$ cat src/arcade_input_pkg.sv
`default_nettype none

package arcade_input_pkg;

    // one completed scan code
    typedef struct packed {
        logic       toggle;    // flips per event
        logic       pressed;   // make = 1, break = 0
        logic       extended;  // code came after E0
        logic [7:0] code;
    } key_event_t;

    // player byte bits 7 to 0 are W/Y, Z/X, B, A, up, down, left, right
    typedef struct packed {
        logic       pause;
        logic [3:0] start;
        logic [3:0] coin;
        logic [7:0] p1;
        logic [7:0] p2;
        logic [7:0] p3;
        logic [7:0] p4;
    } arcade_ctrl_t;

    typedef struct packed {
        logic enable;       // decode on
        logic release_all;  // single cycle clear
    } map_cfg_t;

    // APB byte addresses
    localparam logic [11:0] REG_CTRL  = 12'h000;
    localparam logic [11:0] REG_SYS   = 12'h004;
    localparam logic [11:0] REG_P12   = 12'h008;
    localparam logic [11:0] REG_P34   = 12'h00C;
    localparam logic [11:0] REG_COINS = 12'h010;

    localparam int unsigned CTRL_ENABLE_BIT  = 0;
    localparam int unsigned CTRL_RELEASE_BIT = 1;

endpackage

`default_nettype wire

$ cat src/ps2_rx.sv
`timescale 1ns/100ps
`default_nettype none

module ps2_rx #(
    parameter int unsigned FILTER_LEN = 4
) (
    input  wire logic       clk,
    input  wire logic       reset,
    input  wire logic       ps2_clk,
    input  wire logic       ps2_data,
    output logic [7:0]      rx_byte,
    output logic            rx_valid
);

    localparam int unsigned CNT_W = $clog2(FILTER_LEN + 1);

    logic [1:0]       clk_sync;   // two flop synchronizers
    logic [1:0]       data_sync;
    logic             clk_filt;   // debounced ps2 clock
    logic [CNT_W-1:0] filt_cnt;
    logic             clk_fall;   // one cycle per accepted falling edge

    logic [9:0]       shift;      // start, data, parity
    logic [3:0]       bit_cnt;
    logic [10:0]      idle_cnt;   // stall timer while mid-frame
    logic [10:0]      frame;
    logic             frame_ok;

    // line sync and clock debounce
    always_ff @(posedge clk) begin
        if (reset) begin
            clk_sync  <= 2'b11;
            data_sync <= 2'b11;
            clk_filt  <= 1'b1;
            filt_cnt  <= '0;
            clk_fall  <= 1'b0;
        end else begin
            clk_sync  <= {clk_sync[0], ps2_clk};
            data_sync <= {data_sync[0], ps2_data};
            clk_fall  <= 1'b0;
            if (clk_sync[1] == clk_filt) begin
                filt_cnt <= '0;               // glitch gone, start over
            end else if (filt_cnt == CNT_W'(FILTER_LEN - 1)) begin
                clk_filt <= clk_sync[1];
                filt_cnt <= '0;
                clk_fall <= ~clk_sync[1];
            end else begin
                filt_cnt <= filt_cnt + 1'b1;
            end
        end
    end

    // stop bit is the live data sample on the eleventh edge
    assign frame    = {data_sync[1], shift};
    assign frame_ok = ~frame[0] & frame[10] & (^frame[9:1]);  // odd parity

    always_ff @(posedge clk) begin
        if (reset) begin
            bit_cnt  <= '0;
            idle_cnt <= '0;
            rx_valid <= 1'b0;
        end else begin
            rx_valid <= 1'b0;
            if (clk_fall) begin
                idle_cnt <= '0;
                if (bit_cnt == 4'd0 && data_sync[1]) begin
                    bit_cnt <= '0;            // no start bit, stay idle
                end else if (bit_cnt == 4'd10) begin
                    bit_cnt  <= '0;
                    rx_valid <= frame_ok;
                end else begin
                    bit_cnt <= bit_cnt + 1'b1;
                end
            end else if (bit_cnt != 4'd0) begin
                if (idle_cnt == '1) begin
                    bit_cnt  <= '0;           // keyboard stalled, drop frame
                    idle_cnt <= '0;
                end else begin
                    idle_cnt <= idle_cnt + 1'b1;
                end
            end
        end
    end

    always_ff @(posedge clk) begin
        if (clk_fall) begin
            shift <= {data_sync[1], shift[9:1]};  // lsb first
            if (bit_cnt == 4'd10) begin
                rx_byte <= frame[8:1];
            end
        end
    end

endmodule

`default_nettype wire

$ cat src/ps2_scancode.sv
`timescale 1ns/100ps
`default_nettype none

module ps2_scancode import arcade_input_pkg::*; (
    input  wire logic       clk,
    input  wire logic       reset,
    input  wire logic [7:0] rx_byte,
    input  wire logic       rx_valid,
    output key_event_t      key_event
);

    localparam logic [7:0] PREFIX_EXT = 8'hE0;
    localparam logic [7:0] PREFIX_BRK = 8'hF0;

    logic ext_seen;   // E0 before current code
    logic brk_seen;   // F0 before current code

    always_ff @(posedge clk) begin
        if (reset) begin
            ext_seen  <= 1'b0;
            brk_seen  <= 1'b0;
            key_event <= '0;
        end else if (rx_valid) begin
            case (rx_byte)
                PREFIX_EXT: begin
                    ext_seen <= 1'b1;
                end
                PREFIX_BRK: begin
                    brk_seen <= 1'b1;
                end
                default: begin
                    // complete code, hand out an event
                    key_event.toggle   <= ~key_event.toggle;
                    key_event.pressed  <= ~brk_seen;
                    key_event.extended <= ext_seen;
                    key_event.code     <= rx_byte;
                    ext_seen           <= 1'b0;
                    brk_seen           <= 1'b0;
                end
            endcase
        end
    end

endmodule

`default_nettype wire

$ cat src/arcade_key_map.sv
`timescale 1ns/100ps
`default_nettype none

module arcade_key_map import arcade_input_pkg::*; (
    input  wire logic       clk,
    input  wire logic       reset,
    input  wire key_event_t key_event,
    input  wire map_cfg_t   map_cfg,
    output arcade_ctrl_t    controls
);

    logic       old_toggle;
    logic       new_event;
    logic       p;            // level to write
    logic [8:0] key;          // {extended, code}

    assign new_event = key_event.toggle != old_toggle;
    assign p         = key_event.pressed;
    assign key       = {key_event.extended, key_event.code};

    always_ff @(posedge clk) begin
        if (reset) begin
            old_toggle <= 1'b0;
            controls   <= '0;
        end else begin
            old_toggle <= key_event.toggle;  // events consumed even when disabled
            if (map_cfg.release_all) begin
                controls <= '0;
            end else if (new_event && map_cfg.enable) begin
                case (key)
                    9'h016: controls.start[0] <= p;  // 1
                    9'h01e: controls.start[1] <= p;  // 2
                    9'h026: controls.start[2] <= p;  // 3
                    9'h025: controls.start[3] <= p;  // 4

                    9'h02e: controls.coin[0]  <= p;  // 5
                    9'h036: controls.coin[1]  <= p;  // 6
                    9'h03d: controls.coin[2]  <= p;  // 7
                    9'h03e: controls.coin[3]  <= p;  // 8

                    9'h175: controls.p1[3]    <= p;  // up
                    9'h172: controls.p1[2]    <= p;  // down
                    9'h16b: controls.p1[1]    <= p;  // left
                    9'h174: controls.p1[0]    <= p;  // right
                    9'h014: controls.p1[4]    <= p;  // left ctrl
                    9'h011: controls.p1[5]    <= p;  // left alt
                    9'h029: controls.p1[6]    <= p;  // space
                    9'h012: controls.p1[7]    <= p;  // left shift

                    9'h02d: controls.p2[3]    <= p;  // r
                    9'h02b: controls.p2[2]    <= p;  // f
                    9'h023: controls.p2[1]    <= p;  // d
                    9'h034: controls.p2[0]    <= p;  // g
                    9'h01c: controls.p2[4]    <= p;  // a
                    9'h01b: controls.p2[5]    <= p;  // s
                    9'h015: controls.p2[6]    <= p;  // q
                    9'h01d: controls.p2[7]    <= p;  // w

                    9'h043: controls.p3[3]    <= p;  // i
                    9'h042: controls.p3[2]    <= p;  // k
                    9'h03b: controls.p3[1]    <= p;  // j
                    9'h04b: controls.p3[0]    <= p;  // l
                    9'h114: controls.p3[4]    <= p;  // right ctrl
                    9'h059: controls.p3[5]    <= p;  // right shift
                    9'h05a: controls.p3[6]    <= p;  // enter

                    9'h075: controls.p4[3]    <= p;  // keypad 8
                    9'h072: controls.p4[2]    <= p;  // keypad 2
                    9'h06b: controls.p4[1]    <= p;  // keypad 4
                    9'h074: controls.p4[0]    <= p;  // keypad 6
                    9'h070: controls.p4[4]    <= p;  // keypad 0
                    9'h071: controls.p4[5]    <= p;  // keypad dot
                    9'h15a: controls.p4[6]    <= p;  // keypad enter

                    9'h04d: controls.pause    <= p;  // p
                    default: ;                       // unmapped key
                endcase
            end
        end
    end

endmodule

`default_nettype wire

$ cat src/arcade_input_regs.sv
`timescale 1ns/100ps
`default_nettype none

module arcade_input_regs import arcade_input_pkg::*; (
    input  wire logic         clk,
    input  wire logic         reset,
    input  wire logic         psel,
    input  wire logic         penable,
    input  wire logic         pwrite,
    input  wire logic [11:0]  paddr,
    input  wire logic [31:0]  pwdata,
    output logic [31:0]       prdata,
    output logic              pready,
    output logic              pslverr,
    input  wire arcade_ctrl_t controls,
    output map_cfg_t          map_cfg
);

    logic        access;       // apb access phase
    logic        addr_ok;
    logic        addr_ro;      // read-only target
    logic        wr_en;
    logic        enable_q;
    logic        release_q;
    logic [3:0]  coin_prev;
    logic [3:0]  coin_rise;
    logic [2:0]  coin_rises;   // 0..4 new presses
    logic [16:0] coin_sum;
    logic [15:0] coin_count;

    assign access = psel & penable;
    assign pready = 1'b1;

    always_comb begin
        addr_ok = 1'b1;
        addr_ro = 1'b0;
        prdata  = '0;
        case (paddr)
            REG_CTRL:  prdata = {31'd0, enable_q};  // release bit reads 0
            REG_SYS: begin
                addr_ro = 1'b1;
                prdata  = {23'd0, controls.pause, controls.start, controls.coin};
            end
            REG_P12: begin
                addr_ro = 1'b1;
                prdata  = {16'd0, controls.p2, controls.p1};
            end
            REG_P34: begin
                addr_ro = 1'b1;
                prdata  = {16'd0, controls.p4, controls.p3};
            end
            REG_COINS: prdata = {16'd0, coin_count};
            default:   addr_ok = 1'b0;
        endcase
    end

    assign pslverr = access & (~addr_ok | (pwrite & addr_ro));
    assign wr_en   = access & pwrite & ~pslverr;

    // rising coin bits counted with saturation at all ones
    assign coin_rise  = controls.coin & ~coin_prev;
    assign coin_rises = 3'(coin_rise[0]) + 3'(coin_rise[1]) +
                        3'(coin_rise[2]) + 3'(coin_rise[3]);
    assign coin_sum   = {1'b0, coin_count} + 17'(coin_rises);

    always_ff @(posedge clk) begin
        if (reset) begin
            enable_q   <= 1'b1;
            release_q  <= 1'b0;
            coin_prev  <= '0;
            coin_count <= '0;
        end else begin
            coin_prev <= controls.coin;
            release_q <= 1'b0;
            if (wr_en && paddr == REG_CTRL) begin
                enable_q  <= pwdata[CTRL_ENABLE_BIT];
                release_q <= pwdata[CTRL_RELEASE_BIT];
            end
            if (wr_en && paddr == REG_COINS) begin
                coin_count <= '0;                  // any write clears
            end else if (coin_sum[16]) begin
                coin_count <= '1;
            end else begin
                coin_count <= coin_sum[15:0];
            end
        end
    end

    assign map_cfg = '{enable: enable_q, release_all: release_q};

endmodule

`default_nettype wire

$ cat src/arcade_input.sv
`timescale 1ns/100ps
`default_nettype none

module arcade_input import arcade_input_pkg::*; #(
    parameter int unsigned FILTER_LEN = 4
) (
    input  wire logic        clk,
    input  wire logic        reset,
    input  wire logic        ps2_clk,    // async, idle high
    input  wire logic        ps2_data,
    input  wire logic        psel,
    input  wire logic        penable,
    input  wire logic        pwrite,
    input  wire logic [11:0] paddr,
    input  wire logic [31:0] pwdata,
    output logic [31:0]      prdata,
    output logic             pready,
    output logic             pslverr
);

    logic [7:0]   rx_byte;
    logic         rx_valid;
    key_event_t   key_event;
    map_cfg_t     map_cfg;
    arcade_ctrl_t controls;

    ps2_rx #(
        .FILTER_LEN(FILTER_LEN)
    ) u_ps2_rx (
        .clk      (clk),
        .reset    (reset),
        .ps2_clk  (ps2_clk),
        .ps2_data (ps2_data),
        .rx_byte  (rx_byte),
        .rx_valid (rx_valid)
    );

    ps2_scancode u_ps2_scancode (
        .clk       (clk),
        .reset     (reset),
        .rx_byte   (rx_byte),
        .rx_valid  (rx_valid),
        .key_event (key_event)
    );

    arcade_key_map u_arcade_key_map (
        .clk       (clk),
        .reset     (reset),
        .key_event (key_event),
        .map_cfg   (map_cfg),
        .controls  (controls)
    );

    arcade_input_regs u_arcade_input_regs (
        .clk      (clk),
        .reset    (reset),
        .psel     (psel),
        .penable  (penable),
        .pwrite   (pwrite),
        .paddr    (paddr),
        .pwdata   (pwdata),
        .prdata   (prdata),
        .pready   (pready),
        .pslverr  (pslverr),
        .controls (controls),
        .map_cfg  (map_cfg)
    );

endmodule

`default_nettype wire

$ cat config.mk
export PLATFORM = sky130hd
export DESIGN_NAME = arcade_input
export DESIGN_NICKNAME = d
export VERILOG_FILES = /design/src/arcade_input_pkg.sv /design/src/ps2_rx.sv /design/src/ps2_scancode.sv /design/src/arcade_key_map.sv /design/src/arcade_input_regs.sv /design/src/arcade_input.sv
export SDC_FILE = /design/constraint.sdc
export NUM_CORES = 1
export LEC_CHECK = 0
export BUFFER_PORTS_ARGS = -buffer_cell sky130_fd_sc_hd__buf_2
export CAP_MARGIN = 15
export CORE_ASPECT_RATIO = 1.2
export CORE_MARGIN = 2
export CORE_UTILIZATION = 35
export DETAILED_ROUTE_END_ITERATION = 7
export GPL_TIMING_DRIVEN = 1
export SYNTH_ARGS = -nofsm -noshare
export SYNTH_HDL_FRONTEND = slang
export SYNTH_SLANG_ARGS = --single-unit
$ cat constraint.sdc
create_clock -name clk -period 3 [get_ports clk]
set_input_delay 0.15 -clock clk [delete_from_list [all_inputs] [get_ports clk]]
set_output_delay 0.15 -clock clk [all_outputs]
set_load 0.05 [all_outputs]
* After elaboration in Yosys (flattened, before gate mapping)
Index checks and enable logic that the tools add are counted.
** Word-level totals
- Bits in registers :: 118
- Input port bits :: 51
- Word-level logic and storage cells :: 218
** Cells by class
- Eq/ne operators :: 50
- $add $sub $neg :: 7
- Reduce and logical (&&, ||, !) cells :: 65
- Mux-type cells :: 12
- Bitwise gates (word level) :: 24
** Operators by type and width (count)
- 9-bit by 6-bit == test with 1-bit output, second input constant :: 12
- 9-bit by 7-bit == test with 1-bit output, second input constant :: 12
- 2-bit AND reduction :: 45
- 9-bit by 5-bit == test with 1-bit output, second input constant :: 9
- 16-bit case mux with 5 select lines :: 1
- 9-bit == test, second input constant :: 6
- 12-bit by 4-bit == test with 1-bit output, second input constant :: 2
- 4-bit two-way mux :: 5
- 16-bit by 3-bit adder with 17-bit output :: 1
- 8-bit == test, second input constant :: 2
- 16-bit two-way mux :: 1
- 1-bit inverter :: 14
- 12-bit by 3-bit == test with 1-bit output, second input constant :: 1
- 12-bit by 5-bit == test with 1-bit output, second input constant :: 1
- 12-bit logical NOT :: 1
- 11-bit by 1-bit adder with 11-bit output, second input constant :: 1
- 11-bit == test, second input constant :: 1
- 11-bit two-way mux :: 1
- 2-bit OR reduction :: 5
- 3-bit OR reduction :: 3
- 9-bit parity :: 1
- 1-bit bitwise AND :: 7
- 3-bit by 1-bit adder with 3-bit output :: 2
- 5-bit OR reduction :: 1
- other kinds (17) :: 23

* Depth between registers and ports, before layout
- Depth in word-level cells :: 11
- Mapped depth :: 11
- Gate-level depth less buffers :: 10

* By module
A second synthesis with hierarchy kept.
** Second synthesis, totals
- Cells, all modules :: 624
- Area, all modules :: 6060.8 um2
** Modules (own cells, without submodules)
- arcade_key_map :: area an instance 2025.7 um2, instances 1, cells each 214
- arcade_input_regs :: area an instance 1775.5 um2, instances 1, cells each 211
- ps2_rx :: area an instance 1720.4 um2, instances 1, cells each 142
- ps2_scancode :: area an instance 539.3 um2, instances 1, cells each 57

* Worst setup path before layout
No wires, ideal clock.
- Kind :: reg2reg
- From :: reg u_arcade_key_map.controls[32] (netlist name)
- To :: reg u_arcade_input_regs.coin_count[13]
- Setup time :: 0.074 ns
- Data arrival time :: 2.998 ns
- Path slack :: -0.073 ns
- Stages on the path, launching flop included :: 12
- Path through :: dfxtp_1 nor2b_1 ha_1 fa_1 ha_1 inv_1 fa_1 nand2b_1 a2111oi_4 nand3_2 buf_6 a31oi_1
** Between the ends
- Longest elaborated chain between the ends :: 6
** RTL lines
- 4-bit bitwise AND :: line arcade_input_regs.sv:61 : assign coin_rise = controls.coin & ~coin_prev;
- 1-bit by 1-bit adder with 2-bit output :: line arcade_input_regs.sv:62 : assign coin_rises = 3'(coin_rise[0]) + 3'(coin_rise[1]) +
- 3-bit by 1-bit adder with 3-bit output :: line arcade_input_regs.sv:62
- 3-bit by 1-bit adder with 3-bit output :: line arcade_input_regs.sv:63 : 3'(coin_rise[2]) + 3'(coin_rise[3]);
- 16-bit by 3-bit adder with 17-bit output :: line arcade_input_regs.sv:64 : assign coin_sum = {1'b0, coin_count} + 17'(coin_rises);
- 16-bit two-way mux :: line arcade_input_regs.sv:81 : end else if (coin_sum[16]) begin
- to (signal assigned) :: line arcade_input_regs.sv:84 : coin_count <= coin_sum[15:0];
- to (decl) :: line arcade_input_regs.sv:29 : logic [15:0] coin_count;
No other way between the ends.
A chain may end at the register's enable or synchronous reset.

* Worst setup path after layout
- From :: reg u_arcade_key_map.controls[32] (netlist name)
- To :: reg u_arcade_input_regs.coin_count[10]
** Between the ends
- Longest elaborated chain between the ends :: 6
** RTL lines (line)
- 4-bit bitwise AND :: arcade_input_regs.sv:61
- 1-bit by 1-bit adder with 2-bit output :: arcade_input_regs.sv:62
- 3-bit by 1-bit adder with 3-bit output :: arcade_input_regs.sv:62
- 3-bit by 1-bit adder with 3-bit output :: arcade_input_regs.sv:63
- 16-bit by 3-bit adder with 17-bit output :: arcade_input_regs.sv:64
- 16-bit two-way mux :: arcade_input_regs.sv:81
No other way between the ends.

==> summary.txt <==
GRT
  – First-pass GRT wire length: 21,630 um
  – Total gr overflow: 0
  – Largest net degree at the start of global routing: 34
  – Initial antenna violation count: 0
  – Total Routing Usage GR: 15.55%
  – Vias in the first global route: 4,478

Clock tree
  – TritonCTS clock tree: yes
  – Clock sinks: 118
  – Root Buffer: clkbuf_16
  – Worst-Skew Late Latency: 420 ps
  – Clk pin slew, worst setup/hold paths: 60 ps
  – CTS Buffer Depth: 2
  – H-tree depth: 4
  – Total CTS buffers: 17

STA
  – Tmin final: 2875 ps
  – RSZ-0062 raised after global routing: no
  – Slew headroom: 52.56%
  – Count of pins over their slew limit: 0
  – Final setup TNS: 0 ps
  – Max Clock Skew: 10.67 ps
  – Final setup viols: 0
  – FMAX: 347.8 MHz
  – Period utilisation layout: 95.84%
  – Count of final hold-check violations: 0
  – Final Worst Setup Slack: 124.7 ps
  – Actual slew at the worst max-slew pin: 702.4 ps

Synth
  – Ranking of synthesized cells by area: dfxtp_1 (35%), edfxtp_1 (9.5%), mux2i_1 (9.5%), nand2_1 (3.7%), nand3_1 (3.6%)
  – Mapped Avg Cell Area: 9.393 um^2
  – Primary FF master, synth: dfxtp_1
  – Post-synth top area cell: dfxtp_1
  – Post-synth top area share: 35.11%
  – Asr flop ratio synth: 0%
  – Register area share after synthesis: 44.59%
  – Register bit total from synthesis: 118
  – Number of synthesized flops with an enable pin: 18
  – Synth Instances: 607
  – Ys Warns: 0
  – Netlist Area Pre-Place: 5702 um^2
  – Netlist cell types: 64

Worst setup path
  – Worst r2r path cells: 11
  – Worst Setup End Kind: register
  – Critical path type: reg -> reg
  – Crit start category: register
  – RR Endpoint: u_arcade_input_regs.coin_count[10]
  – Reg2reg start: u_arcade_key_map.controls[32]
  – Register-to-register setup slack: 120 ps
  – CP arrival: 3170 ps
  – Crit Path Max Fanout: 3
  – Req. time, crit path: 3290 ps

Detailed routing
  – Vias: 4,538
  – Drt total wl: 13,110 um
  – DR iter-0 viols: 272
  – DRT antenna net count: 0
  – Avg WL per Cell: 14.85 um
  – 1st-pass router iterations: 4
  – Remaining DRCs: 0
  – Routed vias/inst: 5.139

Job
  – MaxCap Viol Count: 0

Placed design
  – Port Buffer Count: 37
  – Post-place setup slack: -142.2 ps
  – Routability congestion estimate: 0.8060
  – DP Wirelength: 9467 um

Die
  – I/O pin cnt: 85
  – DIE AREA: 17,330 um^2
  – Chip Width: 120.5 um
  – Initial core utilization: 35.46%
  – Core area: 16,080 um^2
  – Die H: 143.8 um
  – # rows: 51

Power and ir drop
  – Leakage: 2.702 nW
  – Peak VDD IR: 407.4 uV
  – Pwr dens: 556.6 nW/um^2

Hold path
  – Hold WC Path Type: in -> reg
  – Worst Hold Launch: pwdata[0]
  – Hold Crit Depth: 3
  – Worst Hold End: u_arcade_input_regs.enable_q

Layout
  – Fillers: 1,567
  – Nets: 722
  – Layout cell share with drive strength beyond 1: 17.88%
  – ANT cells: 0
  – Area delta synth->final: 19.97%
  – Fin util: 42.54%

Outcome
  – Outcome: complete, no violations
## state kept, by name, indices dropped and copies added, names as in the netlist, 2 cells and up
| register | flops |
|---|---|
| u_ps2_rx.shift | 10 |
| u_ps2_rx.idle_cnt | 11 |
| u_arcade_input_regs.coin_prev | 4 |
| u_ps2_rx.bit_cnt | 4 |
| u_ps2_rx.filt_cnt | 3 |
| u_arcade_key_map.controls | 39 |
| u_ps2_rx.data_sync | 2 |
| u_ps2_rx.clk_sync | 2 |
| u_arcade_input_regs.coin_count | 16 |
| u_ps2_rx.rx_byte | 8 |
| u_ps2_scancode.key_event | 11 |
## critical path, cell delays in order (launching register included)
cell,delay [ps]
dfxtp_2,310
nor2b_2,140
ha_1,290
fa_2,550
ha_4,130
inv_1,50
fa_2,340
nand2b_4,170
buf_4,140
a2111oi_2,380
xnor2_1,160
a21oi_1,80
## kinds of logic (layout without fill, tap and decap cells)
family	after synthesis	after routing	synth area share, %
and+or+nand+nor	229	229	21.51
DFF	118	118	44.59
AOI/OAI and AO/OA	95	95	10.78
buffers and inverters	69	118	6.013
muxes	54	54	9.480
xor gates and xnor gates	27	27	4.389
adders and majority gates	13	13	3.116
other	2	17	0.1317
## where the power goes
group | internal, mW | switching [mW]
Sequential | 1.60 | 0.00146
Clock | 1.33 | 0.754
Combinational | 0.0260 | 0.0910
Total | 2.96 | 0.847
## cell type report
cell class	count	area, um^2	area share [%]
multi-input combinational	435	2935	42.91
sequential	118	2544	37.19
clock buffer	20	479.2	7.006
timing repair buffer	63	391.6	5.725
tap	212	265.3	3.878
clock inverter	12	138.9	2.030
inverter	23	86.33	1.262
## layer usage
layer / share of wire (%) / up-vias / track usage (%) / routed length [um]
li1: - / 2231 / - / -
met1: 45 / 2198 / 18.56 / 5910
met3: 3.9 / 16 / 3.730 / 509
met5: 0 / - / 0 / 0
met2: 50 / 93 / 27.21 / 6561
met4: 1.0 / 0 / 5.508 / 131
## through the flow
stage | instances | hold WS [ps] | cell area (um^2) | total power [mW]
detailed placement | 844 | 335.8 | 6105 | 1.753
global route | 883 | 149.9 | 6840 | 3.914
finish | 883 | 128.2 | 6840 | 3.807
CTS | 880 | 130.1 | 6764 | 3.833
global placement | 844 | 333.7 | 6105 | 1.752
floorplan | 622 | 253.8 | 5766 | 1.742
## synth_stat cells, drive strengths merged, types with 5 or more instances
library cell,n
buf,29
nor2,37
nand2b,6
clkbuf,17
nor3,8
a21oi,28
inv,23
nand2,56
or3,7
or2,7
dfxtp,100
a31oi,6
mux2i,54
o21ai,27
nand3,42
xor2,11
xnor2,15
nand4,17
nor2b,17
edfxtp,18
ha,11
and4,5
a22oi,6
## cell usage in the layout (no fill, tap or decap), drive strengths merged, types with 4 or more instances in the layout
master and instances:
o21ai 27, nor2 37, nor3 8, a21oi 28
and4 5, edfxtp 18, nand3 42, clkbuf 20
nand2 56, dfxtp 100, nor2b 17, or3 7
ha 11, inv 26, xnor2 15, a31oi 6
and3 4, xor2 11, nand2b 6, nand4 17
nor3b 4, mux2i 54, clkinv 6, conb 17
a22oi 6, or2 7, and2 4, buf 60
## timing repair
action,CTS,global route
gates resized for setup,2,10
hold endpoints to repair,3,0
cloned,0,0
buffers inserted,1,3
setup endpoints to repair,12,16
pin swaps,2,8
hold buffers,3,0
## worst max-delay path by stage
stage,from,end,slack [ps],depth (start not counted)
CTS,u_arcade_key_map.controls[32],u_arcade_input_regs.coin_count[14],6,11
finish,u_arcade_key_map.controls[32],u_arcade_input_regs.coin_count[10],120,11
floorplan,u_arcade_key_map.controls[32],u_arcade_input_regs.coin_count[13],10,11
global route,u_arcade_key_map.controls[32],u_arcade_input_regs.coin_count[14],10,11
global placement,u_arcade_key_map.controls[32],u_arcade_input_regs.coin_count[14],-40,11
detailed placement,u_arcade_key_map.controls[32],u_arcade_input_regs.coin_count[10],-140,10
(Power assumes the default switching activity.)
